==> config.mk <==
export PLATFORM = sky130hd
export DESIGN_NAME = apb_uart16550
export DESIGN_NICKNAME = d
export VERILOG_FILES = /design/src/common/uart_pkg.sv /design/src/source/uart16550_fifo.sv /design/src/uart16550_tx/uart16550_tx.sv /design/src/uart16550_rx/uart16550_rx.sv /design/src/source/uart16550_regs.sv /design/src/source/apb_uart16550.sv
export SDC_FILE = /design/constraint.sdc
export NUM_CORES = 1
export LEC_CHECK = 0
export BUFFER_PORTS_ARGS = -buffer_cell sky130_fd_sc_hd__buf_2
export CELL_PAD_IN_SITES_DETAIL_PLACEMENT = 1
export CELL_PAD_IN_SITES_GLOBAL_PLACEMENT = 1
export CORE_MARGIN = 10
export CORE_UTILIZATION = 35
export CTS_CLUSTER_SIZE = 10
export DETAILED_ROUTE_END_ITERATION = 10
export PLACE_DENSITY_LB_ADDON = 0.1
export SETUP_SLACK_MARGIN = 0.5
export SKIP_LAST_GASP = 1
export SLEW_MARGIN = 30
export SYNTH_ARGS = -nofsm -noshare
export SYNTH_HDL_FRONTEND = slang
export SYNTH_HIERARCHICAL = 1
export SYNTH_SLANG_ARGS = --single-unit
==> constraint.sdc <==
create_clock -name clk_i -period 7.6 [get_ports clk_i]
set_input_delay 1.52 -clock clk_i [delete_from_list [all_inputs] [get_ports clk_i]]
set_output_delay 1.52 -clock clk_i [all_outputs]
set_load 0.01 [all_outputs]
==> src/common/uart_pkg.sv <==
// Fixed 8N1 or 8-bit-plus-parity framing only, FIFO depth and reset divisor are not configurable
package uart_pkg;

  // ----------------------------------------------------------
  // Plain vector types
  // ----------------------------------------------------------
  // Serial data byte
  typedef logic [7:0]  uart_byte_t;
  // Baud divisor, DLM:DLL
  typedef logic [15:0] divisor_t;
  // APB register offset
  typedef logic [2:0]  reg_addr_t;
  // FIFO fill level, 0 to FIFO_DEPTH
  typedef logic [4:0]  fifo_cnt_t;

  // ----------------------------------------------------------
  // Sizes and register map
  // ----------------------------------------------------------
  localparam int FIFO_DEPTH = 16;
  localparam int FIFO_AW    = 4;

  // Divisor after reset
  localparam divisor_t DL_RESET = 16'd1;

  // DLL and DLM share offsets 0 and 1 while DLAB is set
  localparam reg_addr_t ADDR_RBR_THR = 3'd0;
  localparam reg_addr_t ADDR_IER     = 3'd1;
  localparam reg_addr_t ADDR_IIR_FCR = 3'd2;
  localparam reg_addr_t ADDR_LCR     = 3'd3;
  localparam reg_addr_t ADDR_LSR     = 3'd5;
  localparam reg_addr_t ADDR_SCR     = 3'd7;

  // ----------------------------------------------------------
  // Structs
  // ----------------------------------------------------------
  // Receive FIFO entry, error bits on top
  typedef struct packed {
    logic       fe;
    logic       pe;
    uart_byte_t data;
  } rx_word_t;

  // Line setup shared by transmitter and receiver
  typedef struct packed {
    logic     pen;
    logic     eps;
    divisor_t dl;
  } line_cfg_t;

  // APB request, narrowed to the UART register space
  typedef struct packed {
    logic       psel;
    logic       penable;
    logic       pwrite;
    reg_addr_t  paddr;
    uart_byte_t pwdata;
  } apb_req_t;

  // Serial state machines
  typedef enum logic [2:0] {TX_IDLE, TX_START, TX_DATA, TX_PARITY, TX_STOP} tx_state_t;
  typedef enum logic [2:0] {RX_IDLE, RX_START, RX_DATA, RX_PARITY, RX_STOP} rx_state_t;

endpackage

==> src/source/uart16550_fifo.sv <==
// Pushes while full and pops while empty are ignored, flush wins over both
`timescale 1ns/1ps

module uart16550_fifo #(
  parameter int DATA_WIDTH = 8
) (
  input  logic                  clk_i,
  input  logic                  rst_n_i,
  input  logic                  flush_i,
  input  logic                  push_i,
  input  logic                  pop_i,
  input  logic [DATA_WIDTH-1:0] d_i,
  output logic [DATA_WIDTH-1:0] q_o,
  output logic                  empty_o,
  output logic                  full_o,
  output logic                  overrun_o,
  output logic                  err_o,
  input  uart_pkg::fifo_cnt_t   trigger_lvl_i,
  output logic                  trigger_o
);
  import uart_pkg::*;

  logic [DATA_WIDTH-1:0] mem [FIFO_DEPTH];
  logic [FIFO_AW-1:0]    wr_ptr;
  logic [FIFO_AW-1:0]    rd_ptr;
  fifo_cnt_t             count;
  // One flag per slot, set when the stored word has error bits
  logic [FIFO_DEPTH-1:0] err_flag;
  logic                  do_push;
  logic                  do_pop;

  assign empty_o   = (count == '0);
  assign full_o    = (count == fifo_cnt_t'(FIFO_DEPTH));
  assign do_push   = push_i & ~full_o;
  assign do_pop    = pop_i & ~empty_o;
  assign overrun_o = push_i & full_o;
  assign trigger_o = (count >= trigger_lvl_i);
  assign err_o     = |err_flag;

  // Head word read combinationally
  assign q_o = mem[rd_ptr];

  always_ff @(posedge clk_i) begin
    if (!rst_n_i || flush_i) begin
      wr_ptr   <= '0;
      rd_ptr   <= '0;
      count    <= '0;
      err_flag <= '0;
    end else begin
      if (do_push) begin
        wr_ptr           <= wr_ptr + FIFO_AW'(1);
        err_flag[wr_ptr] <= |d_i[DATA_WIDTH-1 -: 2];
      end
      // Slots differ whenever both act, since neither full nor empty
      if (do_pop) begin
        rd_ptr           <= rd_ptr + FIFO_AW'(1);
        err_flag[rd_ptr] <= 1'b0;
      end
      count <= count + fifo_cnt_t'(do_push) - fifo_cnt_t'(do_pop);
    end
  end

  // Storage
  always_ff @(posedge clk_i) begin
    if (do_push && !flush_i) mem[wr_ptr] <= d_i;
  end

endmodule

==> src/uart16550_tx/uart16550_tx.sv <==
// Always 8 data bits and 1 stop bit, frames start on a baud tick
`timescale 1ns/1ps

module uart16550_tx (
  input  logic                  clk_i,
  input  logic                  rst_n_i,
  input  logic                  baud_tick_i,
  input  uart_pkg::line_cfg_t   cfg_i,
  input  logic                  empty_i,
  input  uart_pkg::uart_byte_t  d_i,
  output logic                  pop_o,
  output logic                  idle_o,
  output logic                  sout_o
);
  import uart_pkg::*;

  tx_state_t  state;
  // 16 ticks per bit
  logic [3:0] tick_cnt;
  logic [2:0] bit_cnt;
  uart_byte_t data_q;
  logic       par_q;

  assign idle_o = (state == TX_IDLE);
  // Take the head word on a tick so the start bit is a full 16 ticks
  assign pop_o  = idle_o & ~empty_i & baud_tick_i;

  // Load frame payload, parity fixed at load time
  always_ff @(posedge clk_i) begin
    if (pop_o) begin
      data_q <= d_i;
      // EPS set gives even parity
      par_q  <= (^d_i) ^ ~cfg_i.eps;
    end
  end

  // ----------------------------------------------------------
  // Bit sequencer
  // ----------------------------------------------------------
  always_ff @(posedge clk_i) begin
    if (!rst_n_i) begin
      state    <= TX_IDLE;
      tick_cnt <= '0;
      bit_cnt  <= '0;
      sout_o   <= 1'b1;
    end else if (pop_o) begin
      // Start bit goes out now
      state    <= TX_START;
      tick_cnt <= '0;
      bit_cnt  <= '0;
      sout_o   <= 1'b0;
    end else if (baud_tick_i && !idle_o) begin
      if (tick_cnt != 4'd15) begin
        tick_cnt <= tick_cnt + 4'd1;
      end else begin
        // End of current bit
        tick_cnt <= '0;
        case (state)
          TX_START: begin
            state  <= TX_DATA;
            sout_o <= data_q[0];
          end
          TX_DATA: begin
            if (bit_cnt != 3'd7) begin
              // LSB first
              bit_cnt <= bit_cnt + 3'd1;
              sout_o  <= data_q[bit_cnt + 3'd1];
            end else if (cfg_i.pen) begin
              state  <= TX_PARITY;
              sout_o <= par_q;
            end else begin
              state  <= TX_STOP;
              sout_o <= 1'b1;
            end
          end
          TX_PARITY: begin
            state  <= TX_STOP;
            sout_o <= 1'b1;
          end
          default: state <= TX_IDLE;
        endcase
      end
    end
  end

endmodule

==> src/uart16550_rx/uart16550_rx.sv <==
// sin_i may be asynchronous, frames must be 8 data bits and 1 stop bit, break not detected
`timescale 1ns/1ps

module uart16550_rx (
  input  logic                  clk_i,
  input  logic                  rst_n_i,
  input  logic                  baud_tick_i,
  input  uart_pkg::line_cfg_t   cfg_i,
  input  logic                  sin_i,
  output logic                  push_o,
  output uart_pkg::rx_word_t    q_o
);
  import uart_pkg::*;

  rx_state_t  state;
  // Two-flop synchronizer plus edge history
  logic       sin_meta;
  logic       sin_sync;
  logic       sin_prev;
  logic       fall;
  logic [3:0] tick_cnt;
  logic [2:0] bit_cnt;
  logic       sample;
  uart_byte_t data_q;
  logic       pe_q;
  logic       fe_q;

  assign fall = sin_prev & ~sin_sync;

  // Start bit checked at tick 8, later bits every 16 ticks after that
  assign sample = baud_tick_i &&
                  ((state == RX_START) ? (tick_cnt == 4'd7) : (tick_cnt == 4'd15));

  assign q_o = '{fe: fe_q, pe: pe_q, data: data_q};

  // Data bits, LSB first
  always_ff @(posedge clk_i) begin
    if (sample && state == RX_DATA) data_q[bit_cnt] <= sin_sync;
  end

  // ----------------------------------------------------------
  // Frame FSM
  // ----------------------------------------------------------
  always_ff @(posedge clk_i) begin
    if (!rst_n_i) begin
      sin_meta <= 1'b1;
      sin_sync <= 1'b1;
      sin_prev <= 1'b1;
      state    <= RX_IDLE;
      tick_cnt <= '0;
      bit_cnt  <= '0;
      push_o   <= 1'b0;
      pe_q     <= 1'b0;
      fe_q     <= 1'b0;
    end else begin
      sin_meta <= sin_i;
      sin_sync <= sin_meta;
      sin_prev <= sin_sync;
      push_o   <= 1'b0;
      if (state == RX_IDLE) begin
        if (fall) begin
          state    <= RX_START;
          tick_cnt <= '0;
        end
      end else if (sample) begin
        tick_cnt <= '0;
        case (state)
          RX_START: begin
            // High again at mid-bit means a glitch
            if (!sin_sync) begin
              state   <= RX_DATA;
              bit_cnt <= '0;
              pe_q    <= 1'b0;
            end else begin
              state <= RX_IDLE;
            end
          end
          RX_DATA: begin
            bit_cnt <= bit_cnt + 3'd1;
            if (bit_cnt == 3'd7) state <= cfg_i.pen ? RX_PARITY : RX_STOP;
          end
          RX_PARITY: begin
            // Expected bit is even parity when EPS is set
            pe_q  <= sin_sync != ((^data_q) ^ ~cfg_i.eps);
            state <= RX_STOP;
          end
          default: begin
            // Mid stop bit, hand the word over
            fe_q   <= ~sin_sync;
            push_o <= 1'b1;
            state  <= RX_IDLE;
          end
        endcase
      end else if (baud_tick_i) begin
        tick_cnt <= tick_cnt + 4'd1;
      end
    end
  end

endmodule

==> src/source/uart16550_regs.sv <==
// WLS/STB read fixed as 8 bits and 1 stop, MCR/MSR read zero, divisor 0 halts the baud tick
`timescale 1ns/1ps

module uart16550_regs (
  input  logic                  clk_i,
  input  logic                  rst_n_i,
  input  logic                  re_i,
  input  logic                  we_i,
  input  uart_pkg::reg_addr_t   adr_i,
  input  uart_pkg::uart_byte_t  d_i,
  output uart_pkg::uart_byte_t  q_o,
  output uart_pkg::line_cfg_t   cfg_o,
  output logic                  baud_tick_o,
  output logic                  tx_push_o,
  output logic                  tx_flush_o,
  input  logic                  tx_empty_i,
  input  logic                  tx_idle_i,
  output logic                  rx_pop_o,
  output logic                  rx_flush_o,
  input  uart_pkg::rx_word_t    rx_q_i,
  input  logic                  rx_empty_i,
  input  logic                  rx_err_i,
  input  logic                  rx_overrun_i,
  output uart_pkg::fifo_cnt_t   rx_trigger_lvl_o,
  input  logic                  rx_trigger_i,
  output logic                  irq_o
);
  import uart_pkg::*;

  // IER: ELSI, ETBEI, ERBFI
  logic [2:0] ier_q;
  // LCR bits kept
  logic       dlab_q;
  logic       eps_q;
  logic       pen_q;
  uart_byte_t scr_q;
  divisor_t   dl_q;
  divisor_t   baud_cnt;
  logic       oe_q;
  fifo_cnt_t  trig_lvl_q;

  uart_byte_t lsr;
  logic [3:0] iid;
  logic       line_err;

  // ----------------------------------------------------------
  // Access decode
  // ----------------------------------------------------------
  // THR and RBR only while DLAB is clear
  assign tx_push_o  = we_i & (adr_i == ADDR_RBR_THR) & ~dlab_q;
  assign rx_pop_o   = re_i & (adr_i == ADDR_RBR_THR) & ~dlab_q;

  // FCR bit 1 flushes RX, bit 2 flushes TX
  assign rx_flush_o = we_i & (adr_i == ADDR_IIR_FCR) & d_i[1];
  assign tx_flush_o = we_i & (adr_i == ADDR_IIR_FCR) & d_i[2];

  always_ff @(posedge clk_i) begin
    if (!rst_n_i) begin
      ier_q      <= '0;
      dlab_q     <= 1'b0;
      eps_q      <= 1'b0;
      pen_q      <= 1'b0;
      scr_q      <= '0;
      dl_q       <= DL_RESET;
      trig_lvl_q <= fifo_cnt_t'(1);
    end else if (we_i) begin
      case (adr_i)
        ADDR_RBR_THR: if (dlab_q) dl_q[7:0] <= d_i;
        ADDR_IER: begin
          if (dlab_q) begin
            dl_q[15:8] <= d_i;
          end else begin
            ier_q <= d_i[2:0];
          end
        end
        ADDR_IIR_FCR: begin
          // RX trigger select
          case (d_i[7:6])
            2'b00:   trig_lvl_q <= fifo_cnt_t'(1);
            2'b01:   trig_lvl_q <= fifo_cnt_t'(4);
            2'b10:   trig_lvl_q <= fifo_cnt_t'(8);
            default: trig_lvl_q <= fifo_cnt_t'(14);
          endcase
        end
        ADDR_LCR: begin
          dlab_q <= d_i[7];
          eps_q  <= d_i[4];
          pen_q  <= d_i[3];
        end
        ADDR_SCR: scr_q <= d_i;
        default: ;
      endcase
    end
  end

  assign rx_trigger_lvl_o = trig_lvl_q;
  assign cfg_o            = '{pen: pen_q, eps: eps_q, dl: dl_q};

  // ----------------------------------------------------------
  // Baud tick, one pulse every DL clocks
  // ----------------------------------------------------------
  always_ff @(posedge clk_i) begin
    if (!rst_n_i) begin
      baud_cnt    <= '0;
      baud_tick_o <= 1'b0;
    end else if (dl_q == '0) begin
      // Stopped
      baud_cnt    <= '0;
      baud_tick_o <= 1'b0;
    end else if (baud_cnt >= dl_q - 16'd1) begin
      baud_cnt    <= '0;
      baud_tick_o <= 1'b1;
    end else begin
      baud_cnt    <= baud_cnt + 16'd1;
      baud_tick_o <= 1'b0;
    end
  end

  // ----------------------------------------------------------
  // Line status
  // ----------------------------------------------------------
  // Overrun is sticky until LSR is read, a new overrun wins
  always_ff @(posedge clk_i) begin
    if (!rst_n_i) begin
      oe_q <= 1'b0;
    end else if (rx_overrun_i) begin
      oe_q <= 1'b1;
    end else if (re_i && adr_i == ADDR_LSR) begin
      oe_q <= 1'b0;
    end
  end

  // PE/FE belong to the word at the head of the RX FIFO
  assign lsr = {rx_err_i,
                tx_empty_i & tx_idle_i,
                tx_empty_i,
                1'b0,
                rx_q_i.fe & ~rx_empty_i,
                rx_q_i.pe & ~rx_empty_i,
                oe_q,
                ~rx_empty_i};

  // OE, PE, FE (BI always zero)
  assign line_err = |lsr[4:1];

  // ----------------------------------------------------------
  // Interrupt identification, highest priority first
  // ----------------------------------------------------------
  always_comb begin
    if (ier_q[2] && line_err) begin
      iid = 4'h6;
    end else if (ier_q[0] && rx_trigger_i) begin
      iid = 4'h4;
    end else if (ier_q[1] && tx_empty_i) begin
      iid = 4'h2;
    end else begin
      iid = 4'h1;
    end
  end

  // Bit 0 of IIR is active low pending
  assign irq_o = ~iid[0];

  // Read mux
  always_comb begin
    case (adr_i)
      ADDR_RBR_THR: q_o = dlab_q ? dl_q[7:0] : rx_q_i.data;
      ADDR_IER:     q_o = dlab_q ? dl_q[15:8] : {5'b0, ier_q};
      ADDR_IIR_FCR: q_o = {4'b1100, iid};
      // WLS=3, STB=0, no break or stick parity
      ADDR_LCR:     q_o = {dlab_q, 2'b00, eps_q, pen_q, 3'b011};
      ADDR_LSR:     q_o = lsr;
      ADDR_SCR:     q_o = scr_q;
      default:      q_o = '0;
    endcase
  end

endmodule

==> src/source/apb_uart16550.sv <==
// Zero-wait APB slave without pready/pslverr, no modem lines, FIFOs always enabled
`timescale 1ns/1ps

module apb_uart16550 (
  input  logic                  clk_i,
  input  logic                  rst_n_i,
  input  uart_pkg::apb_req_t    apb_req_i,
  output uart_pkg::uart_byte_t  prdata_o,
  input  logic                  sin_i,
  output logic                  sout_o,
  output logic                  intr_o
);
  import uart_pkg::*;

  // APB strobes
  logic       apb_rd;
  logic       apb_wr;

  // Shared line setup and timing
  line_cfg_t  cfg;
  logic       baud_tick;

  // Transmit path
  logic       tx_push;
  logic       tx_pop;
  logic       tx_flush;
  logic       tx_empty;
  logic       tx_idle;
  uart_byte_t tx_q;

  // Receive path
  logic       rx_push;
  logic       rx_pop;
  logic       rx_flush;
  logic       rx_empty;
  logic       rx_err;
  logic       rx_overrun;
  logic       rx_trigger;
  fifo_cnt_t  rx_trigger_lvl;
  rx_word_t   rx_d;
  rx_word_t   rx_q;

  // ----------------------------------------------------------
  // APB decode, every access completes in its access cycle
  // ----------------------------------------------------------
  assign apb_rd = apb_req_i.psel & apb_req_i.penable & ~apb_req_i.pwrite;
  assign apb_wr = apb_req_i.psel & apb_req_i.penable &  apb_req_i.pwrite;

  uart16550_regs regs (
    .clk_i, .rst_n_i,
    .re_i (apb_rd), .we_i (apb_wr),
    .adr_i (apb_req_i.paddr), .d_i (apb_req_i.pwdata), .q_o (prdata_o),
    .cfg_o (cfg), .baud_tick_o (baud_tick),
    .tx_push_o (tx_push), .tx_flush_o (tx_flush),
    .tx_empty_i (tx_empty), .tx_idle_i (tx_idle),
    .rx_pop_o (rx_pop), .rx_flush_o (rx_flush), .rx_q_i (rx_q),
    .rx_empty_i (rx_empty), .rx_err_i (rx_err), .rx_overrun_i (rx_overrun),
    .rx_trigger_lvl_o (rx_trigger_lvl), .rx_trigger_i (rx_trigger),
    .irq_o (intr_o)
  );

  // THR data comes straight from pwdata
  uart16550_fifo #(.DATA_WIDTH (8)) tx_fifo (
    .clk_i, .rst_n_i,
    .flush_i (tx_flush), .push_i (tx_push), .pop_i (tx_pop),
    .d_i (apb_req_i.pwdata), .q_o (tx_q),
    .empty_o (tx_empty), .full_o (), .overrun_o (), .err_o (),
    .trigger_lvl_i (fifo_cnt_t'(FIFO_DEPTH)), .trigger_o ()
  );

  uart16550_tx tx (
    .clk_i, .rst_n_i,
    .baud_tick_i (baud_tick), .cfg_i (cfg),
    .empty_i (tx_empty), .d_i (tx_q), .pop_o (tx_pop),
    .idle_o (tx_idle), .sout_o
  );

  uart16550_rx rx (
    .clk_i, .rst_n_i,
    .baud_tick_i (baud_tick), .cfg_i (cfg),
    .sin_i, .push_o (rx_push), .q_o (rx_d)
  );

  // Entry carries data plus PE/FE flags
  uart16550_fifo #(.DATA_WIDTH ($bits(rx_word_t))) rx_fifo (
    .clk_i, .rst_n_i,
    .flush_i (rx_flush), .push_i (rx_push), .pop_i (rx_pop),
    .d_i (rx_d), .q_o (rx_q),
    .empty_o (rx_empty), .full_o (), .overrun_o (rx_overrun), .err_o (rx_err),
    .trigger_lvl_i (rx_trigger_lvl), .trigger_o (rx_trigger)
  );

endmodule

# After elaboration in Yosys (flattened, before gate mapping)
# Memories as Yosys holds them, arrays and structs flattened. A register that Yosys moved wholly into a read port is not among the register bits.
# Cells that the tools add are included.
# totals
elab_cells	243
inputBits	17
register_bits	139
ramBits	288
out_inout_bits	10
mem_count	2
# classes
n_reduce_logical	57
n_eq_ne	27
order_cmp	9
bitwise	39
add_sub_neg	14
mux	60
# memory_table
memory	words	word_bits	read_ports	rd_clocked_by_memory_dff	wr	line	rtl
rx_fifo.mem	16	10	1	1	1	uart16550_fifo.sv:23	logic [DATA_WIDTH-1:0] mem [FIFO_DEPTH];
tx_fifo.mem	16	8	1	1	1	uart16550_fifo.sv:23	
# ops
op	n
$mux W16	3
$pmux W8 S6	1
$mux W4	11
$add A4 B1 Y4 const B	6
$reduce_and A3 Y1	8
$mux W1	22
$and A1 B1 Y1	21
$mux W3	7
$eq A3 B2 Y1 const B	6
$pmux W3 S3	2
$add A16 B1 Y16 const B	1
$and A16 B16 Y16	1
$bwmux W16	1
$ge A16 B16 Y1	1
$logic_not A16 Y1	1
$mux W8	2
$not A16 Y16	1
$reduce_or A16 Y1	1
$reduce_xor A8 Y1	2
$sub A16 B1 Y16 const B	1
$not A1 Y1	14
$logic_and A1 B1 Y1	12
$pmux W4 S3	1
$reduce_and A4 Y1	3
40 further kinds	77

# Longest topological paths before layout
# depth
depth_word	9
ltp_mapped	17
depth_no_buf	16

# Cells and area by module
# Netlist, hierarchy kept.
# by_module_without_submodules
mod	n_inst	seq_area_each_um2	cells_per_inst	area_per_inst_um2
uart16550_fifo at rx_fifo	1	5465.2	487	7936.4
uart16550_fifo at tx_fifo	1	4504.3	438	6736.5
uart16550_regs	1	1041.0	375	3169.3
uart16550_rx	1	560.5	126	1236.2
uart16550_tx	1	490.5	91	1009.7
apb_uart16550	1	0.0	4	23.8

# Least setup slack after synthesis
# No wires, ideal clock.
# synth_path
path_type	input to register
start	input port apb_req_i[8] in the netlist's numbering
end	register tx_fifo.count[4]
arrival_ps	4321
path_stages	14
setup_slack_ps	3208
required_ps	7529
setup_ps	71
n_path_buf	3
cell_sequence	clkbuf_1 buf_1 nor2_1 and3_1 clkbuf_1 nand2_1 ha_1 inv_1 ha_1 fa_1 a21oi_1 nor2_1 or3_1 a21oi_1
# synth_via
elab_chain_cells	6
word_cells_on_any_way	10
classes_between	2 x add/sub; 1 x eq/ne; 5 x bitwise; 2 x reduce/logical
# synth_rtl
item	line	rtl
start, declared	apb_uart16550.sv:7	input uart_pkg::apb_req_t apb_req_i,
$logic_not A3 Y1	uart16550_regs.sv:50	assign tx_push_o = we_i & (adr_i == ADDR_RBR_THR) & ~dlab_q;
$and A1 B1 Y1 (2 in a row)	uart16550_regs.sv:50	
net tx_push	apb_uart16550.sv:24	logic tx_push;
$and A1 B1 Y1	uart16550_fifo.sv:34	assign do_push = push_i & ~full_o;
$add A5 B1 Y5	uart16550_fifo.sv:59	count <= count + fifo_cnt_t'(do_push) - fifo_cnt_t'(do_pop);
$sub A5 B1 Y5	uart16550_fifo.sv:59	
end signal, assigned	uart16550_fifo.sv:59	
end, declared	uart16550_fifo.sv:26	fifo_cnt_t count;
# The timed path passes the listed nets, and every way through them passes these cells.
# A chain may end at the register's enable or synchronous reset.

==> impl_metrics.ini <==
[route]
ant_nets = 0
dr.pass1.iters = 5
via_per_inst = 5.25
avgRoutedWirePerCell_um = 22.6
drc = 0
drt-total-wl_um = 49100
drt-initial-drc-count = 674
dr_total_vias = 11396

[finish]
layout_commonest_cell = edfxtp_1
final_layout_size_suffix_gt1_frac = 0.150
fill_cells = 5483
syn2layout_area_growth_pct = 12.9
mostFrequentLayoutCells = edfxtp_1, dfxtp_1, nor2_1
fin_nets = 1502

[worst_setup_path]
worst-endpoint-required_ns = 6.08
crit_path_max_fanout = 27
cpPeakStageDelay_ns = 0.72
start_kind = register
endpoint_kind = primary output
cpMaxStageDelayCell = dfxtp_4
crit_type = reg2out
cp_cell_sequence = buf_4 -> mux4_2 -> a22oi_1 -> nand2_1 -> mux4_1 -> a21oi_1 -> o31ai_1 -> buf_2
cp.arrival_ns = 3.68

[floorplanning]
die-area_mm2 = 0.0643
die_h_um = 254
die_w_um = 254
initial_core_util = 0.354
core_mm2 = 0.0539
rows = 85
io_pins = 27

[sta]
setup_tns_ns = 0
finalClockSkew_ns = 0.0280
slew_headroom = 0.397
tightest_slew_ns = 0.902
rsz0062_at_grt = no
finalHoldViolations = 0
setup_ws_ns = 2.40
setup_violations = 0
clock.fmax_mhz = 192
whs_ns = 0.407
final_max_slew_viol_count = 0
min_period_ns = 5.20
finalCritPeriodShare = 0.684

[clock_tree]
cts_tree = built
hold_buffers = 0
cts_buffers = 52
clk_path_buf_depth = 3
clk_latency_ns = 0.59
clk_pin_slew_ns = 0.06
cts_resized = 0
clock-sinks = 434
htreeDepth = 2
cts-root-buf = clkbuf_16
cts_setup_buffers = 0

[power]
leakagePower_nw = 7.17
finalPower_mw = 5.51
power_density_mw_per_mm2 = 255
ir_drop_mv = 0.166

[synthesis]
synth_area_mm2 = 0.0191
yosysWarnings = 6
syn_nets = 1474
avgSynthCellArea_um2 = 13.6
syn_inst = 1400

[flow_run]
cap_violations = 0

[placement]
port_buffers = 26
post-place-ws_ns = 2.97
place.gp.congestion = 0.732
dp_hpwl_um = 32500

[outcome]
status = complete, no violations

[global_route]
grt_antenna_before_repair = 2
first_global_vias = 11894
grt_overflow = 0
grt_max_degree = 41
grt_pass1_wl_um = 75100
grt_usage = 0.154

[hold_path]
hp-class = reg2reg
## final timing paths
check	from	endpoint	slack, ns	cells past startpoint
setup / recovery	register	prdata_o[2]	2.40	8
hold / removal	rx/sin_meta$_SDFF_PN1_	rx/sin_sync$_SDFF_PN1_	0.41	1
setup reg to reg	regs/dl_q[0]$_SDFFE_PN1P_	regs/baud_cnt[14]$_SDFF_PP0_	3.66	12
hold reg to reg	rx/sin_meta$_SDFF_PN1_	rx/sin_sync$_SDFF_PN1_	0.41	1
## worst max-delay path, delay by kind of cell, from the launching register on
family / cells / cell delay [ns]
DFF: 1 / 0.72
muxes: 2 / 1.06
and+or+nand+nor: 1 / 0.11
AOI/OAI and AO/OA: 3 / 0.60
buffers and inverters: 2 / 0.56
## per-layer routing
metal  wire length (um)  global-route usage  part of all wire
met5                 15                   0           0.00031
met3               2240              0.0267             0.046
met1              23900               0.220              0.49
met4                831              0.0402             0.017
met2              22100               0.236              0.45
## layout make-up
cell class,count,area (um^2),area share
Timing Repair Buffer,45,273,0.0126
Sequential cell,434,11800,0.545
Multi-Input combinational cell,848,6860,0.318
Inverter,47,176,0.00818
Antenna cell,3,7.51,0.000348
Clock buffer,89,1520,0.0707
Tap cell,696,871,0.0404
Clock inverter,8,100,0.00464
## per-stage QoR
stage / std cells / area [um^2] / utilization
after global placement: 2070 / 19900 / 0.369
after global routing: 2167 / 21600 / 0.400
after floorplan: 1400 / 19100 / -
final: 2170 / 21600 / 0.400
after CTS: 2167 / 21600 / 0.400
after detailed placement: 2070 / 19900 / 0.370
## where the power goes
part,internal (mW),switching (mW)
clock,1.42,0.955
sequential,2.57,0.0298
combinational,0.236,0.297
total,4.22,1.28
## sequential cells by signal, indices dropped and copies added (netlist names), 3 cells and up, named ones only
register,flops
rx/state,3
rx_fifo/wr_ptr,4
regs/dl_q,16
tx_fifo/mem,128
rx_fifo/err_flag,16
tx/tick_cnt,4
rx/data_q,8
tx/data_q,8
regs/scr_q,8
rx_fifo/rd_ptr,4
regs/ier_q,3
tx/bit_cnt,3
tx/state,3
regs/baud_cnt,16
tx_fifo/rd_ptr,4
tx_fifo/count,5
rx/tick_cnt,4
rx_fifo/mem,160
rx_fifo/count,5
tx_fifo/wr_ptr,4
regs/rx_trigger_lvl_o,4
rx/bit_cnt,3
Note: power is estimated with default switching activity, not from simulation.
